[config.mk]
export PLATFORM = sky130hd
export DESIGN_NAME = isb_top
export DESIGN_NICKNAME = d
export VERILOG_FILES = /design/src/isb_pkg.sv /design/src/isb_apb_regs.sv /design/src/isb_ps_amc.sv /design/src/isb_sp_amc.sv /design/src/isb_top.sv /design/src/isb_trainer.sv /design/src/isb_training_unit.sv
export SDC_FILE = /design/constraint.sdc
export NUM_CORES = 2
export LEC_CHECK = 0
export BUFFER_PORTS_ARGS = -buffer_cell sky130_fd_sc_hd__buf_4
export CAP_MARGIN = 20
export CORE_MARGIN = 1
export CORE_UTILIZATION = 55
export DETAILED_ROUTE_END_ITERATION = 10
export HOLD_SLACK_MARGIN = 0.1
export PLACE_DENSITY_LB_ADDON = 0.2
export RECOVER_POWER = 50
export SYNTH_ARGS = -nofsm -noshare
export SYNTH_HDL_FRONTEND = slang
export SYNTH_HIERARCHICAL = 1
export SYNTH_SLANG_ARGS = --single-unit
[constraint.sdc]
create_clock -name clk -period 24.4 [get_ports clk]
set_clock_uncertainty 0.1 [all_clocks]
set_input_delay 4.88 -clock clk [delete_from_list [all_inputs] [get_ports clk]]
set_output_delay 4.88 -clock clk [all_outputs]
set_load 0.005 [all_outputs]
[src/isb_pkg.sv]
`default_nettype none

package isb_pkg;

    // physical address and pc width
    localparam int ADDR_W = 16;

    // ps-amc is direct mapped on the low address bits
    localparam int PS_ENTRIES = 32;
    localparam int PS_IDX_W = $clog2(PS_ENTRIES);

    // one extra bit on sa so that an exhausted allocator reads as SA_SPACE
    localparam int SA_SPACE = 32;
    localparam int SA_W = 6;

    // sp-amc shape, block is sa[4:2] and slot is sa[1:0]
    localparam int SP_BLOCKS = 8;
    localparam int SP_SLOTS = 4;
    localparam int SP_SLOT_W = $clog2(SP_SLOTS);
    localparam int SP_SA_W = $clog2(SA_SPACE);

    localparam int CTR_W = 2;
    // a fresh mapping starts at full confidence
    localparam logic [CTR_W-1:0] CTR_INIT = CTR_W'(3);

    typedef struct packed {
        logic              valid;
        logic [ADDR_W-1:0] pc;
        logic [ADDR_W-1:0] addr;
    } access_t;

    typedef struct packed {
        logic              valid;
        logic [ADDR_W-1:0] pc;
        logic [ADDR_W-1:0] last;
    } tu_entry_t;

    typedef struct packed {
        logic              valid;
        logic [ADDR_W-1:0] tag;
        logic [SA_W-1:0]   sa;
        logic [CTR_W-1:0]  ctr;
    } ps_entry_t;

    typedef struct packed {
        logic                en;
        logic [PS_IDX_W-1:0] idx;
        ps_entry_t           ent;
    } ps_wr_t;

    typedef struct packed {
        logic               en;
        logic [SP_SA_W-1:0] sa;
        logic [ADDR_W-1:0]  pa;
    } sp_wr_t;

    // encoding is {hit_a, hit_b}
    typedef enum logic [1:0] {
        CASE_NEW_PAIR = 2'b00,
        CASE_B_ONLY   = 2'b01,
        CASE_A_ONLY   = 2'b10,
        CASE_BOTH     = 2'b11
    } train_case_e;

    typedef enum logic [1:0] {
        REG_PS,
        REG_SP,
        REG_STATUS,
        REG_NONE
    } apb_region_e;

endpackage

`default_nettype wire

[src/isb_apb_regs.sv]
`default_nettype none

module isb_apb_regs (
    input  logic                         clk,
    input  logic                         arst_n_i,
    input  logic                         psel_i,
    input  logic                         penable_i,
    input  logic                         pwrite_i,
    input  logic [7:0]                   paddr_i,
    input  logic [31:0]                  pwdata_i,
    output logic [isb_pkg::PS_IDX_W-1:0] ps_rd_idx_o,
    input  isb_pkg::ps_entry_t           ps_rd_i,
    output logic [isb_pkg::SP_SA_W-1:0]  sp_rd_sa_o,
    input  logic                         sp_valid_i,
    input  logic [isb_pkg::ADDR_W-1:0]   sp_pa_i,
    input  logic [isb_pkg::SA_W-1:0]     next_sa_i,
    output logic [31:0]                  prdata_o,
    output logic                         pready_o,
    output logic                         pslverr_o
);
    import isb_pkg::*;

    apb_region_e region;
    logic        setup;
    logic        pready_q;
    logic        pslverr_q;
    logic [31:0] rd_word;

    // word index map
    always_comb begin
        if (paddr_i < 8'h20) begin
            region = REG_PS;
        end else if (paddr_i < 8'h40) begin
            region = REG_SP;
        end else if (paddr_i == 8'h40) begin
            region = REG_STATUS;
        end else begin
            region = REG_NONE;
        end
    end

    assign ps_rd_idx_o = paddr_i[PS_IDX_W-1:0];
    assign sp_rd_sa_o = paddr_i[SP_SA_W-1:0];

    always_comb begin
        rd_word = '0;
        unique case (region)
            REG_PS: begin
                rd_word[31] = ps_rd_i.valid;
                rd_word[28 +: CTR_W] = ps_rd_i.ctr;
                rd_word[16 +: SA_W] = ps_rd_i.sa;
                rd_word[0 +: ADDR_W] = ps_rd_i.tag;
            end
            REG_SP: begin
                rd_word[31] = sp_valid_i;
                rd_word[0 +: ADDR_W] = sp_pa_i;
            end
            REG_STATUS: rd_word[0 +: SA_W] = next_sa_i;
            REG_NONE: rd_word = '0;
        endcase
    end

    // zero wait states, pready rises for the access phase only
    assign setup = psel_i && !penable_i;

    always_ff @(posedge clk or negedge arst_n_i) begin
        if (!arst_n_i) begin
            pready_q <= 1'b0;
            pslverr_q <= 1'b0;
        end else begin
            pready_q <= setup;
            // read-only map, any write is an error
            pslverr_q <= setup && (pwrite_i || region == REG_NONE);
        end
    end

    assign pready_o = pready_q;
    assign pslverr_o = pslverr_q;
    assign prdata_o = (pready_q && !pslverr_q) ? rd_word : '0;

endmodule

`default_nettype wire

[src/isb_ps_amc.sv]
`default_nettype none

module isb_ps_amc (
    input  logic                         clk,
    input  logic                         arst_n_i,
    input  logic [isb_pkg::ADDR_W-1:0]   addr_a_i,
    input  logic [isb_pkg::ADDR_W-1:0]   addr_b_i,
    output logic                         hit_a_o,
    output logic                         hit_b_o,
    output isb_pkg::ps_entry_t           ent_a_o,
    output isb_pkg::ps_entry_t           ent_b_o,
    input  isb_pkg::ps_wr_t              wr_a_i,
    input  isb_pkg::ps_wr_t              wr_b_i,
    input  logic [isb_pkg::PS_IDX_W-1:0] rd_idx_i,
    output isb_pkg::ps_entry_t           rd_ent_o
);
    import isb_pkg::*;

    ps_entry_t mem [PS_ENTRIES];

    // tag is the full address
    assign ent_a_o = mem[addr_a_i[PS_IDX_W-1:0]];
    assign ent_b_o = mem[addr_b_i[PS_IDX_W-1:0]];
    assign hit_a_o = ent_a_o.valid && (ent_a_o.tag == addr_a_i);
    assign hit_b_o = ent_b_o.valid && (ent_b_o.tag == addr_b_i);

    assign rd_ent_o = mem[rd_idx_i];

    always_ff @(posedge clk or negedge arst_n_i) begin
        if (!arst_n_i) begin
            for (int i = 0; i < PS_ENTRIES; i++) begin
                mem[i] <= '0;
            end
        end else begin
            if (wr_a_i.en) begin
                mem[wr_a_i.idx] <= wr_a_i.ent;
            end
            // port b last so it wins on a shared index
            if (wr_b_i.en) begin
                mem[wr_b_i.idx] <= wr_b_i.ent;
            end
        end
    end

endmodule

`default_nettype wire

[src/isb_sp_amc.sv]
`default_nettype none

module isb_sp_amc (
    input  logic                        clk,
    input  logic                        arst_n_i,
    input  isb_pkg::sp_wr_t             wr0_i,
    input  isb_pkg::sp_wr_t             wr1_i,
    input  logic [isb_pkg::SP_SA_W-1:0] rd_sa_i,
    output logic                        rd_valid_o,
    output logic [isb_pkg::ADDR_W-1:0]  rd_pa_o
);
    import isb_pkg::*;

    logic [SP_SLOTS-1:0] valid_q [SP_BLOCKS];
    logic [ADDR_W-1:0]   pa_q    [SP_BLOCKS][SP_SLOTS];

    // block from the upper sa bits, slot from the lower
    assign rd_valid_o = valid_q[rd_sa_i[SP_SA_W-1:SP_SLOT_W]][rd_sa_i[SP_SLOT_W-1:0]];
    assign rd_pa_o = pa_q[rd_sa_i[SP_SA_W-1:SP_SLOT_W]][rd_sa_i[SP_SLOT_W-1:0]];

    always_ff @(posedge clk or negedge arst_n_i) begin
        if (!arst_n_i) begin
            for (int b = 0; b < SP_BLOCKS; b++) begin
                valid_q[b] <= '0;
            end
        end else begin
            if (wr0_i.en) begin
                valid_q[wr0_i.sa[SP_SA_W-1:SP_SLOT_W]][wr0_i.sa[SP_SLOT_W-1:0]] <= 1'b1;
            end
            if (wr1_i.en) begin
                valid_q[wr1_i.sa[SP_SA_W-1:SP_SLOT_W]][wr1_i.sa[SP_SLOT_W-1:0]] <= 1'b1;
            end
        end
    end

    always_ff @(posedge clk) begin
        if (wr0_i.en) begin
            pa_q[wr0_i.sa[SP_SA_W-1:SP_SLOT_W]][wr0_i.sa[SP_SLOT_W-1:0]] <= wr0_i.pa;
        end
        if (wr1_i.en) begin
            pa_q[wr1_i.sa[SP_SA_W-1:SP_SLOT_W]][wr1_i.sa[SP_SLOT_W-1:0]] <= wr1_i.pa;
        end
    end

endmodule

`default_nettype wire

[src/isb_top.sv]
`default_nettype none

module isb_top #(
    parameter int TU_ENTRIES = 4,
    parameter int SA_CHUNK = 16
) (
    input  logic             clk,
    input  logic             arst_n_i,
    input  isb_pkg::access_t acc_i,
    input  logic             psel_i,
    input  logic             penable_i,
    input  logic             pwrite_i,
    input  logic [7:0]       paddr_i,
    input  logic [31:0]      pwdata_i,
    output logic [31:0]      prdata_o,
    output logic             pready_o,
    output logic             pslverr_o
);
    import isb_pkg::*;

    logic                tu_hit;
    logic [ADDR_W-1:0]   tu_last;
    logic                hit_a;
    logic                hit_b;
    ps_entry_t           ent_a;
    ps_entry_t           ent_b;
    ps_wr_t              ps_wr_a;
    ps_wr_t              ps_wr_b;
    sp_wr_t              sp_wr0;
    sp_wr_t              sp_wr1;
    logic [SA_W-1:0]     next_sa;
    logic [PS_IDX_W-1:0] ps_rd_idx;
    ps_entry_t           ps_rd_ent;
    logic [SP_SA_W-1:0]  sp_rd_sa;
    logic                sp_rd_valid;
    logic [ADDR_W-1:0]   sp_rd_pa;

    isb_training_unit #(.TU_ENTRIES(TU_ENTRIES)) u_tu (
        .clk(clk), .arst_n_i(arst_n_i), .acc_i(acc_i), .hit_o(tu_hit), .last_o(tu_last)
    );

    // lookup a at the last address of this pc, b at the current one
    isb_ps_amc u_ps (
        .clk(clk), .arst_n_i(arst_n_i),
        .addr_a_i(tu_last), .addr_b_i(acc_i.addr),
        .hit_a_o(hit_a), .hit_b_o(hit_b), .ent_a_o(ent_a), .ent_b_o(ent_b),
        .wr_a_i(ps_wr_a), .wr_b_i(ps_wr_b), .rd_idx_i(ps_rd_idx), .rd_ent_o(ps_rd_ent)
    );

    isb_sp_amc u_sp (
        .clk(clk), .arst_n_i(arst_n_i), .wr0_i(sp_wr0), .wr1_i(sp_wr1),
        .rd_sa_i(sp_rd_sa), .rd_valid_o(sp_rd_valid), .rd_pa_o(sp_rd_pa)
    );

    isb_trainer #(.SA_CHUNK(SA_CHUNK)) u_trainer (
        .clk(clk), .arst_n_i(arst_n_i), .acc_i(acc_i),
        .tu_hit_i(tu_hit), .tu_last_i(tu_last),
        .hit_a_i(hit_a), .hit_b_i(hit_b), .ent_a_i(ent_a), .ent_b_i(ent_b),
        .ps_wr_a_o(ps_wr_a), .ps_wr_b_o(ps_wr_b),
        .sp_wr0_o(sp_wr0), .sp_wr1_o(sp_wr1), .next_sa_o(next_sa)
    );

    isb_apb_regs u_apb (
        .clk(clk), .arst_n_i(arst_n_i),
        .psel_i(psel_i), .penable_i(penable_i), .pwrite_i(pwrite_i),
        .paddr_i(paddr_i), .pwdata_i(pwdata_i),
        .ps_rd_idx_o(ps_rd_idx), .ps_rd_i(ps_rd_ent),
        .sp_rd_sa_o(sp_rd_sa), .sp_valid_i(sp_rd_valid), .sp_pa_i(sp_rd_pa),
        .next_sa_i(next_sa),
        .prdata_o(prdata_o), .pready_o(pready_o), .pslverr_o(pslverr_o)
    );

endmodule

`default_nettype wire

[src/isb_trainer.sv]
`default_nettype none

module isb_trainer #(
    parameter int SA_CHUNK = 16
) (
    input  logic                       clk,
    input  logic                       arst_n_i,
    input  isb_pkg::access_t           acc_i,
    input  logic                       tu_hit_i,
    input  logic [isb_pkg::ADDR_W-1:0] tu_last_i,
    input  logic                       hit_a_i,
    input  logic                       hit_b_i,
    input  isb_pkg::ps_entry_t         ent_a_i,
    input  isb_pkg::ps_entry_t         ent_b_i,
    output isb_pkg::ps_wr_t            ps_wr_a_o,
    output isb_pkg::ps_wr_t            ps_wr_b_o,
    output isb_pkg::sp_wr_t            sp_wr0_o,
    output isb_pkg::sp_wr_t            sp_wr1_o,
    output logic [isb_pkg::SA_W-1:0]   next_sa_o
);
    import isb_pkg::*;

    logic [SA_W-1:0] next_sa_q;
    logic            pair;
    train_case_e     tcase;
    logic            alloc_ok;
    logic            sa_alloc;
    logic [SA_W-1:0] next_inc;
    logic [SA_W-1:0] sa_a_inc;
    logic            a_inc_ok;

    function automatic ps_wr_t mk_ps(logic [ADDR_W-1:0] pa, logic [SA_W-1:0] sa,
                                     logic [CTR_W-1:0] ctr);
        ps_wr_t w;
        w.en = 1'b1;
        w.idx = pa[PS_IDX_W-1:0];
        w.ent = '{valid: 1'b1, tag: pa, sa: sa, ctr: ctr};
        return w;
    endfunction

    function automatic sp_wr_t mk_sp(logic [SA_W-1:0] sa, logic [ADDR_W-1:0] pa);
        sp_wr_t w;
        w.en = 1'b1;
        w.sa = sa[SP_SA_W-1:0];
        w.pa = pa;
        return w;
    endfunction

    // a = last miss of this pc, b = current address
    assign pair = tu_hit_i && (tu_last_i != acc_i.addr);
    assign tcase = train_case_e'({hit_a_i, hit_b_i});
    assign alloc_ok = next_sa_q < SA_W'(SA_SPACE);
    assign next_inc = next_sa_q + 1'b1;
    assign sa_a_inc = ent_a_i.sa + 1'b1;
    assign a_inc_ok = sa_a_inc < SA_W'(SA_SPACE);

    always_comb begin
        ps_wr_a_o = '0;
        ps_wr_b_o = '0;
        sp_wr0_o = '0;
        sp_wr1_o = '0;
        sa_alloc = 1'b0;
        if (pair) begin
            unique case (tcase)
                CASE_NEW_PAIR: begin
                    if (alloc_ok) begin
                        sa_alloc = 1'b1;
                        ps_wr_a_o = mk_ps(tu_last_i, next_sa_q, CTR_INIT);
                        ps_wr_b_o = mk_ps(acc_i.addr, next_inc, CTR_INIT);
                        sp_wr0_o = mk_sp(next_sa_q, tu_last_i);
                        sp_wr1_o = mk_sp(next_inc, acc_i.addr);
                    end
                end
                CASE_B_ONLY: begin
                    if (alloc_ok) begin
                        sa_alloc = 1'b1;
                        ps_wr_a_o = mk_ps(tu_last_i, next_sa_q, CTR_INIT);
                        sp_wr0_o = mk_sp(next_sa_q, tu_last_i);
                    end
                    // b follows a into the new chunk once confidence is spent
                    if (ent_b_i.ctr == CTR_W'(1) && alloc_ok) begin
                        ps_wr_b_o = mk_ps(acc_i.addr, next_inc, CTR_INIT);
                        sp_wr1_o = mk_sp(next_inc, acc_i.addr);
                    end else if (ent_b_i.ctr > CTR_W'(1)) begin
                        ps_wr_b_o = mk_ps(acc_i.addr, ent_b_i.sa, ent_b_i.ctr - 1'b1);
                    end
                end
                CASE_A_ONLY: begin
                    // extend the stream of a
                    if (a_inc_ok) begin
                        ps_wr_b_o = mk_ps(acc_i.addr, sa_a_inc, CTR_INIT);
                        sp_wr1_o = mk_sp(sa_a_inc, acc_i.addr);
                    end
                end
                CASE_BOTH: begin
                    if (ent_b_i.sa == sa_a_inc) begin
                        ps_wr_b_o = mk_ps(acc_i.addr, ent_b_i.sa,
                                          (ent_b_i.ctr == CTR_INIT) ? CTR_INIT
                                                                    : ent_b_i.ctr + 1'b1);
                    end else if (ent_b_i.ctr > CTR_W'(1)) begin
                        ps_wr_b_o = mk_ps(acc_i.addr, ent_b_i.sa, ent_b_i.ctr - 1'b1);
                    end else if (a_inc_ok) begin
                        // remap b right behind a
                        ps_wr_b_o = mk_ps(acc_i.addr, sa_a_inc, CTR_INIT);
                        sp_wr1_o = mk_sp(sa_a_inc, acc_i.addr);
                    end
                end
            endcase
        end
    end

    always_ff @(posedge clk or negedge arst_n_i) begin
        if (!arst_n_i) begin
            next_sa_q <= '0;
        end else if (sa_alloc) begin
            next_sa_q <= next_sa_q + SA_W'(SA_CHUNK);
        end
    end

    assign next_sa_o = next_sa_q;

endmodule

`default_nettype wire

[src/isb_training_unit.sv]
`default_nettype none

module isb_training_unit #(
    parameter int TU_ENTRIES = 4
) (
    input  logic                       clk,
    input  logic                       arst_n_i,
    input  isb_pkg::access_t           acc_i,
    output logic                       hit_o,
    output logic [isb_pkg::ADDR_W-1:0] last_o
);
    import isb_pkg::*;

    localparam int IDX_W = (TU_ENTRIES > 1) ? $clog2(TU_ENTRIES) : 1;

    tu_entry_t        tab [TU_ENTRIES];
    // age 0 is most recently used, TU_ENTRIES-1 is the victim
    logic [IDX_W-1:0] age [TU_ENTRIES];
    logic             pc_match;
    logic [IDX_W-1:0] hit_idx;
    logic [IDX_W-1:0] lru_idx;
    logic [IDX_W-1:0] use_idx;

    // fully associative pc lookup and victim search
    always_comb begin
        pc_match = 1'b0;
        hit_idx = '0;
        lru_idx = '0;
        for (int i = 0; i < TU_ENTRIES; i++) begin
            if (!pc_match && tab[i].valid && tab[i].pc == acc_i.pc) begin
                pc_match = 1'b1;
                hit_idx = IDX_W'(i);
            end
            if (age[i] == IDX_W'(TU_ENTRIES - 1)) begin
                lru_idx = IDX_W'(i);
            end
        end
    end

    assign use_idx = pc_match ? hit_idx : lru_idx;
    assign hit_o = acc_i.valid && pc_match;
    assign last_o = tab[hit_idx].last;

    always_ff @(posedge clk or negedge arst_n_i) begin
        if (!arst_n_i) begin
            for (int i = 0; i < TU_ENTRIES; i++) begin
                tab[i] <= '0;
                // entry 0 starts as the oldest
                age[i] <= IDX_W'(TU_ENTRIES - 1 - i);
            end
        end else if (acc_i.valid) begin
            tab[use_idx] <= '{valid: 1'b1, pc: acc_i.pc, last: acc_i.addr};
            // entries younger than the used one age by one
            for (int i = 0; i < TU_ENTRIES; i++) begin
                if (IDX_W'(i) == use_idx) begin
                    age[i] <= '0;
                end else if (age[i] < age[use_idx]) begin
                    age[i] <= age[i] + 1'b1;
                end
            end
        end
    end

endmodule

`default_nettype wire

==> results.yml <==
outcome:
  status: "finished with violations"
  violations: "max-capacitance violations, max-slew violations"
placed_design:
  dp.cells: 9402
  preCtsSetupSlack_ps: 7797
  dp_hpwl_um: 194300
  io_buffers: 72
  place_area_um2: 95400
  place_congestion: 0.9207
critical_path:
  crit_fanout: 114
  worst-path-buf-inv: 7
  r2r_slack_ps: 8710
  cp.arrival_ps: 20280
  criticalPathCategory: "primary input to flop"
  startpoint_type: "primary input"
  required_ps: 24980
  crit_top_cell: "clkbuf_1"
  path_delay_family: "buffers and inverters"
  cpMaxStageDelayCell: "clkbuf_1"
  cp-end-kind: "flop"
  max_stage_delay_ps: 2530
job:
  maxCapViolCount: 13
detailed_routing:
  drt_iter0_drc: 9035
  firstDrtPassIters: 8
  drc: 0
  vias_per_cell: 7.095
  wire_per_inst_um: 34.03
  ant_nets: 0
  totalWireLength_um: 330600
  num_vias: 68930
global_routing:
  grt_usage: 0.3790
  gr-total-overflow: 0
  grt_pass1_wl_um: 476200
  grt_pass1_vias: 66940
  grt_max_degree: 178
  antenna_found_initial: 10
die:
  dieArea_um2: 172700
  initial_utilization: 0.5544
  rows: 151
  core_um2: 169700
  die_h_um: 415.5
  fp.dieW_um: 415.5
  io_pins: 112
sta:
  relSlewSlack: -4.972
  fin_crit_sh: 0.8071
  setup_viol: 0
  worstMarginPinSlew_ps: 8958
  whs_ps: 368.0
  fmax_mhz: 50.78
  finalCriticalPeriod_ps: 19690
  rsz0062_at_grt: "no"
  finalHoldViolCount: 0
  setup_ws_ps: 4707
  setup_tns_ps: 0
  drv_slew: 805
clock_tree:
  cts_tree: "yes"
  htreeDepth: 4
  hold_buffers: 0
  cts_resized: 0
  cts_setup_buffers: 0
  cts_buffer_depth: 3
  cts_num_sinks: 1488
  path_clk_slew_ps: 60
  clkLatencyLatePin_ps: 860
  cts_buffers: 168
  clockRootBuffer: "clkbuf_16"
synthesis:
  syn_area_um2: 94060
  yosys_warnings: 6
  postSynthAreaPerCell_um2: 12.07
  synth_cells: 7790
final_layout:
  nets: 7440
  area_delta_synth_final_pct: 7.097
  utilization: 0.5937
  final_area_um2: 100700
  nFillCells: 13650
  drive_above_1_share: 0.2688
  final_cells: 9716
power:
  power_density_nw_per_um2: 66.75
  peakVddDrop_uv: 83.52
  leakagePower_nw: 41.99
  total_power_mw: 6.724
worst_hold_path:
  holdCritPathClass: "flop to flop"
cell type report:
cell class                      instances  area [um^2]  share of cell area
Clock inverter                         74         1099             0.01091
Inverter                               23        86.33           0.0008570
Multi-Input combinational cell       5396        50110              0.4975
Clock buffer                          234         4695             0.04660
Timing Repair Buffer                  280         2153             0.02138
Sequential cell                      1488        39800              0.3951
Tap cell                             2218         2775             0.02755
Antenna cell                            3        7.507          0.00007453
path summary, 6_finish.rpt:
kind | to | start | depth (start not counted)
worst max-delay path | u_ps/mem[363] | acc_i[16] | 30
worst min-delay path | u_sp/valid_q[19] | u_sp/valid_q[19] | 1
worst max register to register | u_ps/mem[363] | u_tu/tab[16] | 29
worst min register to register | u_sp/valid_q[19] | u_sp/valid_q[19] | 1
max in group asynchronous | u_ps/mem[786] | arst_n_i | 4
min in group asynchronous | u_tu/tab[25] | arst_n_i | 1
flip-flops by register name (all words and copies together) (netlist names):
signal,cells
u_apb/pslverr_o,1
u_tu/age,8
u_apb/pready_o,1
u_ps/mem,800
u_trainer/next_sa_o,2
u_sp/pa_q,512
u_sp/valid_q,32
u_tu/tab,132
where the power goes:
group / leakage [nW] / switching [mW] / total, mW / internal (mW)
clock: 2.80 / 1.13 / 2.69 / 1.56
combinational: 22.3 / 0.789 / 1.28 / 0.490
sequential: 16.9 / 0.0702 / 2.76 / 2.69
metal layers:
| metal | GRT usage | vias to the layer above | share of wire | wire, um |
|---|---|---|---|---|
| met5 | 0 | - | 0.00014 | 45 |
| met2 | 0.5739 | 4588 | 0.45 | 147600 |
| met3 | 0.09595 | 1270 | 0.11 | 37210 |
| met1 | 0.4802 | 34830 | 0.36 | 118500 |
| met4 | 0.2594 | 6 | 0.082 | 27230 |
| li1 | - | 28240 | - | - |
cells in the final DEF (no fill, tap or decap), drive strengths merged, types with 17 or more instances in the layout:
cell type / instances
dfrtp: 972
a221oi: 20
nand2: 589
nor2: 519
clkbuf: 277
or2: 41
inv: 28
nand4: 42
mux2: 702
mux4: 642
edfxtp: 512
mux2i: 1206
xnor2: 76
clkinv: 42
o22ai: 38
buf: 237
a22o: 37
and2: 65
a22oi: 80
nand3b: 17
nor4: 20
bufinv: 19
a31oi: 27
xor2: 39
a21oi: 482
and3: 22
nand3: 61
conb: 20
o21ai: 450
nor3: 38
Power figures use the tool's default switching activity.
